**src/logic/stream_switch_pkg.sv**
```systemverilog
`default_nettype none

package stream_switch_pkg;

    ////////////////////////////////////////
    // stream widths
    ////////////////////////////////////////

    // payload and byte lanes
    localparam int data_width = 32;
    localparam int strb_width = data_width / 8;

    // sideband fields carried with every beat
    localparam int user_width = 2;
    localparam int tid_width  = 2;

    // upstream sources sharing the serdes stream
    localparam int num_sources = 3;

    ////////////////////////////////////////
    // source numbering
    ////////////////////////////////////////

    // source number, doubles as the outgoing tid
    typedef logic [tid_width-1:0] src_idx_t;

    // one bit per source: requests, grants, enables
    typedef logic [num_sources-1:0] src_mask_t;

    ////////////////////////////////////////
    // beat types
    ////////////////////////////////////////

    // one axi-stream beat as seen on a source port
    typedef struct packed {
        logic [data_width-1:0] data;
        logic [strb_width-1:0] strb;
        logic [strb_width-1:0] keep;
        logic                  last;
        logic [user_width-1:0] user;
    } stream_beat_t;

    // beat on the serdes side, tagged with the source it came from
    typedef struct packed {
        stream_beat_t beat;
        src_idx_t     tid;
    } tagged_beat_t;

    // all source beats side by side, index = source number
    typedef stream_beat_t [num_sources-1:0] src_beats_t;

endpackage

`default_nettype wire
```
**src/logic/stream_switch_top.sv**
```systemverilog
`timescale 1ns/1ps
`default_nettype none

module stream_switch_top #(
    parameter stream_switch_pkg::src_mask_t src_enable = '1
) (
    input  wire                                axis_clk,
    input  wire                                axi_reset_n,

    // upstream sources
    input  wire stream_switch_pkg::src_beats_t src_beats,
    input  wire stream_switch_pkg::src_mask_t  src_valid,
    output stream_switch_pkg::src_mask_t       src_ready,

    // serdes side
    output stream_switch_pkg::tagged_beat_t    out_beat,
    output logic                               out_valid,
    input  wire                                out_ready
);
    import stream_switch_pkg::*;

    ////////////////////////////////////////
    // arbiter to output stage
    ////////////////////////////////////////

    // one-hot grant and its source number
    src_mask_t grant;
    src_idx_t  grant_idx;

    // back from the output stage
    logic      stage_free;
    logic      frame_done;

    ////////////////////////////////////////
    // frame arbiter
    ////////////////////////////////////////

    rr_frame_arbiter #(
        .src_enable (src_enable)
    ) u_arbiter (
        .axis_clk    (axis_clk),
        .axi_reset_n (axi_reset_n),
        .src_valid   (src_valid),
        .stage_free  (stage_free),
        .frame_done  (frame_done),
        .grant       (grant),
        .grant_idx   (grant_idx),
        .src_ready   (src_ready)
    );

    ////////////////////////////////////////
    // tagged output register
    ////////////////////////////////////////

    tid_output_stage u_output (
        .axis_clk    (axis_clk),
        .axi_reset_n (axi_reset_n),
        .src_beats   (src_beats),
        .src_valid   (src_valid),
        .grant       (grant),
        .grant_idx   (grant_idx),
        .out_ready   (out_ready),
        .out_beat    (out_beat),
        .out_valid   (out_valid),
        .stage_free  (stage_free),
        .frame_done  (frame_done)
    );

endmodule

`default_nettype wire

```
**src/logic/tid_output_stage.sv**
```systemverilog
`timescale 1ns/1ps
`default_nettype none

module tid_output_stage (
    input  wire                               axis_clk,
    input  wire                               axi_reset_n,
    input  wire stream_switch_pkg::src_beats_t src_beats,
    input  wire stream_switch_pkg::src_mask_t src_valid,
    input  wire stream_switch_pkg::src_mask_t grant,
    input  wire stream_switch_pkg::src_idx_t  grant_idx,
    input  wire                               out_ready,
    output stream_switch_pkg::tagged_beat_t   out_beat,
    output logic                              out_valid,
    output logic                              stage_free,
    output logic                              frame_done
);
    import stream_switch_pkg::*;

    // beat of the granted source
    stream_beat_t sel_beat;
    logic         sel_valid;

    // beat moves from the source into the output register
    logic         load;

    ////////////////////////////////////////
    // source select
    ////////////////////////////////////////

    assign sel_beat  = src_beats[grant_idx];
    assign sel_valid = |(src_valid & grant);

    // register empty, or its beat leaves this cycle
    assign stage_free = !out_valid || out_ready;

    assign load = sel_valid && stage_free;

    // end of frame seen on the beat being loaded
    assign frame_done = load && sel_beat.last;

    ////////////////////////////////////////
    // output register
    ////////////////////////////////////////

    always_ff @(posedge axis_clk or negedge axi_reset_n) begin
        if (!axi_reset_n) begin
            out_valid <= 1'b0;
        end else if (load) begin
            out_valid <= 1'b1;
        end else if (out_ready) begin
            // accepted with nothing behind it
            out_valid <= 1'b0;
        end
    end

    // payload and tid, held under back-pressure
    always_ff @(posedge axis_clk) begin
        if (load) begin
            out_beat.beat <= sel_beat;
            out_beat.tid  <= grant_idx;
        end
    end

endmodule

`default_nettype wire

```
**src/logic/rr_frame_arbiter.sv**
```systemverilog
`timescale 1ns/1ps
`default_nettype none

module rr_frame_arbiter #(
    parameter stream_switch_pkg::src_mask_t src_enable = '1
) (
    input  wire                               axis_clk,
    input  wire                               axi_reset_n,
    input  wire stream_switch_pkg::src_mask_t src_valid,
    input  wire                               stage_free,
    input  wire                               frame_done,
    output stream_switch_pkg::src_mask_t      grant,
    output stream_switch_pkg::src_idx_t       grant_idx,
    output stream_switch_pkg::src_mask_t      src_ready
);
    import stream_switch_pkg::*;

    // requests after the enable mask
    src_mask_t req;
    // requests rotated so the round-robin start sits at bit 0
    src_mask_t req_rot;
    // lowest set bit of the rotated requests
    src_mask_t pick_rot;
    src_mask_t grant_next;
    src_idx_t  idx_next;
    logic      any_req;

    // round-robin start and frame lock
    src_idx_t  rr_start;
    src_idx_t  rr_after;
    logic      frame_lock;

    ////////////////////////////////////////
    // request rotation and pick
    ////////////////////////////////////////

    assign req = src_valid & src_enable;

    always_comb begin
        int pos;
        req_rot = '0;
        for (int k = 0; k < num_sources; k++) begin
            pos        = (k + rr_start) % num_sources;
            req_rot[k] = req[pos];
        end
    end

    assign any_req = |req_rot;

    // isolate lowest set bit
    assign pick_rot = req_rot & (~req_rot + 1'b1);

    // rotate the pick back into source order
    always_comb begin
        int pos;
        grant_next = '0;
        idx_next   = '0;
        for (int k = 0; k < num_sources; k++) begin
            pos = (k + rr_start) % num_sources;
            if (pick_rot[k]) begin
                grant_next[pos] = 1'b1;
                idx_next        = src_idx_t'(pos);
            end
        end
    end

    // next start is the source after the one just served
    assign rr_after = (grant_idx == src_idx_t'(num_sources - 1)) ? '0
                                                                 : grant_idx + 1'b1;

    ////////////////////////////////////////
    // grant register
    ////////////////////////////////////////

    always_ff @(posedge axis_clk or negedge axi_reset_n) begin
        if (!axi_reset_n) begin
            grant      <= '0;
            grant_idx  <= '0;
            frame_lock <= 1'b0;
            rr_start   <= '0;
        end else if (!frame_lock) begin
            // idle, take the first requester at or after the start
            if (any_req) begin
                grant      <= grant_next;
                grant_idx  <= idx_next;
                frame_lock <= 1'b1;
            end
        end else if (frame_done) begin
            // last beat taken, release and move the start on
            grant      <= '0;
            frame_lock <= 1'b0;
            rr_start   <= rr_after;
        end
    end

    // ready only to the granted source while the stage can take a beat
    assign src_ready = grant & {num_sources{stage_free}};

endmodule

`default_nettype wire

```
**config.mk**
```make
export PLATFORM = sky130hd
export DESIGN_NAME = stream_switch_top
export DESIGN_NICKNAME = d
export VERILOG_FILES = /design/src/logic/stream_switch_pkg.sv /design/src/logic/stream_switch_top.sv /design/src/logic/tid_output_stage.sv /design/src/logic/rr_frame_arbiter.sv
export SDC_FILE = /design/constraint.sdc
export NUM_CORES = 1
export LEC_CHECK = 0
export BUFFER_PORTS_ARGS = -buffer_cell sky130_fd_sc_hd__buf_2
export CAP_MARGIN = 20
export CORE_ASPECT_RATIO = 1.4
export CORE_UTILIZATION = 45
export CTS_CLUSTER_DIAMETER = 40
export CTS_CLUSTER_SIZE = 10
export DETAILED_ROUTE_END_ITERATION = 8
export PLACE_DENSITY = 0.92
export SLEW_MARGIN = 0
export SYNTH_ARGS = -nofsm -noshare
export SYNTH_HDL_FRONTEND = slang
export SYNTH_SLANG_ARGS = --single-unit
```
**constraint.sdc**
```tcl
create_clock -name axis_clk -period 5.94 [get_ports axis_clk]
set_clock_uncertainty 0.1 [all_clocks]
set_input_delay 0.297 -clock axis_clk [delete_from_list [all_inputs] [get_ports axis_clk]]
set_output_delay 0.297 -clock axis_clk [all_outputs]
set_load 0.005 [all_outputs]
```
==> results.sh, run 1 <==
export IMPL_maxCapViolCount=0
export IMPL_drc=14
export IMPL_synth_area_top_cells="edfxtp_1 45%, mux2i_1 17%, dfrtp_1 7.5%"
export IMPL_seq_area_frac_synth_pct=52.3
export IMPL_synth_edf_count=45
export IMPL_final_cells=520
export IMPL_clock_latency_ns=0.30
export IMPL_ant_nets=0
export IMPL_start_util_pct=47.5
export IMPL_grt_use_total_pct=22.2
export IMPL_crit_path_start_kind="flop"
export IMPL_fin_crit_ns=2.26
export IMPL_grt_overflow=0
export IMPL_worst_slack_ns=3.68
export IMPL_cellPowerDensity_nw_per_um2=415
export IMPL_fin_tns_setup_ns=0
export IMPL_rr_worst_depth=5
export IMPL_syn_avg_cell_area_um2=11.1
export IMPL_synth_nets=410
export IMPL_clk_pin_slew_ns=0.09
export IMPL_final_common_cell="buf_2"
export IMPL_leakage_uw=0.00181
export IMPL_synth_cells=271
export IMPL_port_buffers=183
export IMPL_synthToLayoutAreaGrowth_pct=34.6
export IMPL_cts_buffers=5
export IMPL_fillers=489
export IMPL_synth_area_um2=3010
export IMPL_fmax_ghz=0.443
export IMPL_ys_seq_elements=54
export IMPL_gp_congestion=0.851
export IMPL_critPathKind="reg -> reg"
export IMPL_clock_path_buffers=2
export IMPL_async_flop_share_pct=16.7
export IMPL_core_area_um2=6340
export IMPL_cp_data_required_time_ns=6.03
export IMPL_worstPathMaxFanout=46
export IMPL_final_cell_mix="183 x buf_2, 52 x mux2i_1, 51 x nand2_1"
export IMPL_finalNetCount=586
export IMPL_first_global_vias=2759
export IMPL_hold_viol_final=0
export IMPL_antenna_found_initial=0
export IMPL_vdd_drop_max_mv=0.257
export IMPL_hold_path_class="in -> reg"
export IMPL_tightest_slew_ns=0.949
export IMPL_dp_cells=511
export IMPL_die_w_um=71.1
export IMPL_cts_setup_buffers=0
export IMPL_drive_above_1_share_pct=45.8
export IMPL_drt_wl_total_mm=7.85
export IMPL_fp_row_count=34
export IMPL_ys_warn_count=0
export IMPL_setup_viol=0
export IMPL_relSlewSlack_pct=36.6
export IMPL_cp_end_kind="flop"
export IMPL_fin_crit_sh_pct=38.0
export IMPL_hpwlAfterDp_mm=5.85
export IMPL_yosysUniqueCellTypes=36
export IMPL_place_ws_ns=3.67
export IMPL_ctsHtreeMaxLevel=2
export IMPL_drt_iter0_markers=184
export IMPL_num_antenna_cells=0
export IMPL_grt_pass1_wl_mm=12.3
export IMPL_cts_tree="built"
export IMPL_viasPerCell=5.23
export IMPL_yosysTopAreaCell="edfxtp_1"
export IMPL_rsz0062_at_grt="no"
export IMPL_synth_ff_type="edfxtp_1"
export IMPL_die_y_um=98.8
export IMPL_crit_arrival_ns=2.35
export IMPL_status="complete, but fails checks"
export IMPL_hold_path_depth=3
export IMPL_vias=2719
export IMPL_die_area_um2=7030
export IMPL_dr_pass1_iters=6
export IMPL_root_buffer="clkbuf_8"
export IMPL_cts_sinks=54
export IMPL_drv_slew=0
export IMPL_io_pins=184
export IMPL_power_uw=1680
export IMPL_yosys_area_top_type_share_pct=44.9
export IMPL_wire_per_inst_um=15.1
export IMPL_grt_max_degree=47
export IMPL_violations="DRC"
[worst max-delay path, stage by stage (launching register included)]
cell and delay (ns):
dfrtp_2 0.39, buf_4 0.62, mux2i_1 0.26, nor2_1 0.07
o211ai_2 0.34, mux2_1 0.35
[metrics by stage]
step	util, %	instance area (µm²)	hold slack [ns]
final	64.0	4050	0.170
after global routing	64.0	4050	0.156
after floorplan	-	3010	-0.0986
after detailed placement	62.4	3950	0.0699
after global placement	62.4	3950	0.0614
after CTS	64.0	4050	0.156
[logic make-up after synthesis]
logic type | count (synthesis) | share of synthesized area, %
compound gates | 62 | 11.8
flops | 54 | 52.3
buf+inv | 22 | 4.03
fa+ha+maj | 4 | 1.66
simple gates | 73 | 11.1
mux | 56 | 19.0
[flip-flops by register name, summed over array words and instances (netlist names)]
register,flops
u_output.out_valid,1
u_arbiter.frame_lock,1
u_output.out_beat,45
u_arbiter.rr_start,2
u_arbiter.grant_idx,2
u_arbiter.grant,3
[final timing paths]
check / start / endpoint / slack [ns]
max reg2reg: u_arbiter.grant_idx[1] / u_arbiter.rr_start[1] / 3.68
min: src_beats[46] / u_output.out_beat[5] / 0.17
min reg2reg: u_arbiter.frame_lock / u_arbiter.frame_lock / 0.45
max: u_arbiter.grant_idx[1] / u_arbiter.rr_start[1] / 3.68
min in group asynchronous: axi_reset_n / u_arbiter.grant[1] / 0.28
max in group asynchronous: axi_reset_n / u_arbiter.grant_idx[1] / 5.24
[final cells by class]
| type | instances | area [µm²] | area share, % |
|---|---|---|---|
| multi-input combinational | 195 | 1330 | 32.9 |
| clock buffer | 8 | 90.1 | 2.22 |
| sequential | 54 | 1580 | 38.9 |
| inverter | 4 | 15.0 | 0.370 |
| tap | 72 | 90.1 | 2.22 |
| timing repair buffer | 187 | 948 | 23.4 |
[routing by layer]
layer / vias to the layer above / GRT usage (%) / share of wire [%]
met5: - / 0 / 0
met3: 14 / 4.60 / 5.9
met4: 0 / 7.69 / 1.7
li1: 1329 / - / -
met2: 128 / 41.6 / 54
met1: 1248 / 24.4 / 38
[power breakdown]
part           switching [µW]  total, µW  internal [µW]
logic                     461        822            362
clock network             113        208           95.4
registers                44.5        650            605
[timing repair]
| action | CTS | global route |
|---|---|---|
| setup endpoints to repair | 0 | 0 |
| endpoints found under the hold margin | 9 | 0 |
| resized for setup | 0 | 0 |
| hold buffers | 1 | 0 |
[synth_stat cells, types with 4 or more instances]
library cell / instances
edfxtp_1: 45
dfrtp_1: 9
mux2i_1: 52
buf_6: 5
and2_1: 4
nand2_1: 51
ha_1: 4
inv_1: 4
clkbuf_1: 12
nor2b_1: 5
nand2b_1: 5
o21ai_0: 44
a21oi_1: 6
Power figures use the tool's default switching activity.
==> run 2: changes to the inputs <==
--- a/config.mk
+++ b/config.mk
@@ -8,11 +8,11 @@
 export BUFFER_PORTS_ARGS = -buffer_cell sky130_fd_sc_hd__buf_2
 export CAP_MARGIN = 20
 export CORE_ASPECT_RATIO = 1.4
-export CORE_UTILIZATION = 45
+export CORE_UTILIZATION = 39
 export CTS_CLUSTER_DIAMETER = 40
 export CTS_CLUSTER_SIZE = 10
 export DETAILED_ROUTE_END_ITERATION = 8
-export PLACE_DENSITY = 0.92
+export PLACE_DENSITY = 0.86
 export SLEW_MARGIN = 0
 export SYNTH_ARGS = -nofsm -noshare
 export SYNTH_HDL_FRONTEND = slang
==> constraint.sdc (replaced) <==
create_clock -name axis_clk -period 2 [get_ports axis_clk]
set_clock_uncertainty 0.1 [all_clocks]
set_input_delay 0.1 -clock axis_clk [delete_from_list [all_inputs] [get_ports axis_clk]]
set_output_delay 0.1 -clock axis_clk [all_outputs]
set_load 0.005 [all_outputs]
==> run 2 against run 1 <==
The flow finishes with violations (setup timing). Count of clock-buffer cells in the layout is 1 lower. Routed wire length is 27% higher. First-iteration DRC count is 1.1% higher. Worst hold slack worse by 0.16 ns. Critical path type unchanged. Largest cell class unchanged. Largest power group unchanged.
==> results.sh, run 2 (synthesis results as in run 1) <==
export IMPL_status="complete, but fails checks"
export IMPL_violations="setup timing"
export IMPL_vdd_drop_max_mv=0.896
export IMPL_finalNetCount=634
export IMPL_hold_viol_final=0
export IMPL_die_y_um=106
export IMPL_cp_data_required_time_ns=2.10
export IMPL_viasPerCell=5.15
export IMPL_clock_path_buffers=2
export IMPL_grt_pass1_wl_mm=14.4
export IMPL_crit_path_start_kind="flop"
export IMPL_root_buffer="clkbuf_8"
export IMPL_hold_path_class="in -> reg"
export IMPL_vias=3053
export IMPL_largest_reg_flops=45
export IMPL_num_antenna_cells=0
export IMPL_startpoint="u_arbiter.rr_start[0]"
export IMPL_drt_wl_total_mm=9.97
export IMPL_worst_slack_ns=-0.0848
export IMPL_met3_length_um=523
export IMPL_highest_layer="met4"
export IMPL_fmax_ghz=0.480
export IMPL_relSlewSlack_pct=61.7
export IMPL_rsz0062_at_grt="yes"
export IMPL_io_pins=184
export IMPL_ant_nets=0
export IMPL_synthToLayoutAreaGrowth_pct=53.8
export IMPL_drc=0
export IMPL_reg2reg_from="u_arbiter.rr_start[0]"
export IMPL_fin_crit_ns=2.08
export IMPL_gp_congestion=0.987
export IMPL_clock_latency_ns=0.30
export IMPL_cp_end_kind="flop"
export IMPL_core_area_um2=7410
export IMPL_port_buffers=183
export IMPL_final_cell_mix="183 x buf_2, 51 x nand2_1, 49 x mux2i_1"
export IMPL_rr_endpoint="u_arbiter.grant_idx[1]"
export IMPL_critPathKind="reg -> reg"
export IMPL_dp_cells=546
export IMPL_setup_viol=1
export IMPL_final_common_cell="buf_2"
export IMPL_clk_pin_slew_ns=0.10
export IMPL_hpwlAfterDp_mm=6.54
export IMPL_regMostFlops="u_output.out_beat"
export IMPL_maxCapViolCount=0
export IMPL_tightest_slew_ns=0.575
export IMPL_cts_sinks=54
export IMPL_route_met2_wl_mm=5.56
export IMPL_die_w_um=76.3
export IMPL_first_global_vias=3117
export IMPL_die_area_um2=8080
export IMPL_final_cells=593
export IMPL_cts_buffers=5
export IMPL_ctsHtreeMaxLevel=2
export IMPL_dr_pass1_iters=4
export IMPL_fin_crit_sh_pct=104
export IMPL_wl_met1_mm=3.53
export IMPL_top_regs="u_output.out_beat: 45 flops, u_arbiter.grant: 3 flops"
export IMPL_start_util_pct=40.7
export IMPL_wire_per_inst_um=16.8
export IMPL_grt_overflow=0
export IMPL_cellPowerDensity_nw_per_um2=1230
export IMPL_drv_slew=0
export IMPL_cts_tree="built"
export IMPL_rr_worst_depth=8
export IMPL_drt_iter0_markers=186
export IMPL_grt_max_degree=44
export IMPL_grt_use_total_pct=23.1
export IMPL_place_ws_ns=-0.113
export IMPL_worstPathMaxFanout=8
export IMPL_r2r_slack_ns=-0.08
export IMPL_fp_row_count=37
export IMPL_drive_above_1_share_pct=47.2
export IMPL_leakage_uw=0.00203
export IMPL_antenna_found_initial=0
export IMPL_cp_endpoint="u_arbiter.grant_idx[1]"
export IMPL_crit_arrival_ns=2.18
-- run 2: what timing repair did --
action | in CTS | in global routing
buffers inserted | 5 | 0
hold buffers | 34 | 0
pin swaps | 3 | 2
endpoints found under the setup margin | 5 | 5
resized for setup | 9 | 12
endpoints found under the hold margin | 42 | 0
-- run 2: power by group --
| group | leakage, µW | total [µW] | switching, µW | internal (µW) |
|---|---|---|---|---|
| clock | 0.0000385 | 597 | 348 | 249 |
| sequential | 0.000530 | 1960 | 167 | 1800 |
| combinational | 0.00146 | 3110 | 1650 | 1460 |
-- run 2: worst min-delay path by stage --
| stage | start | endpoint | slack (ns) | cells after the start |
|---|---|---|---|---|
| after floorplan | axi_reset_n | u_arbiter.frame_lock | -0.30 | 0 |
| after global placement | axi_reset_n | u_arbiter.rr_start[0] | -0.14 | 1 |
| after detailed placement | axi_reset_n | u_arbiter.frame_lock | -0.13 | 1 |
| after CTS | src_beats[77] | u_output.out_beat[36] | 0.007 | 3 |
| after global routing | src_beats[50] | u_output.out_beat[9] | 0.008 | 3 |
| final | src_beats[50] | u_output.out_beat[9] | 0.01 | 3 |
-- run 2: metrics by stage --
| step | TNS [ns] | area [µm²] | util (%) | hold WS (ns) | total power [µW] |
|---|---|---|---|---|---|
| after global placement | 0 | 4070 | 55.0 | -0.136 | 4510 |
| after floorplan | -0.0899 | 3040 | - | -0.296 | 3700 |
| after detailed placement | -0.477 | 4070 | 55.0 | -0.128 | 4660 |
| final | -0.0848 | 4630 | 62.5 | 0.0119 | 5670 |
| after global routing | -0.196 | 4630 | 62.5 | 0.00840 | 5970 |
| after CTS | -0.00000266 | 4580 | 61.8 | 0.00692 | 5480 |
-- run 2: cell type report --
| cell class | instances | area [µm²] |
|---|---|---|
| repair buffers | 235 | 1410 |
| clock buffers | 7 | 76.3 |
| multi-input cells | 195 | 1420 |
| flip-flops and latches | 54 | 1580 |
| clock inverters | 1 | 7.51 |
| well taps | 97 | 121 |
| fillers | 604 | 2780 |
| inverters | 4 | 17.5 |
-- run 2: worst max-delay path, stage by stage (launching register included) --
cell and delay [ns]:
dfrtp_1 0.42, buf_6 0.14, ha_4 0.18, buf_4 0.14
buf_4 0.13, o21a_2 0.12, o21ai_0 0.26, o211ai_1 0.20
mux2_4 0.30
-- run 2: metal layers --
layer	GRT usage, %	vias up
met5	0	-
met3	4.03	33
met1	22.8	1439
met4	11.4	0
met2	45.4	156
li1	-	1425
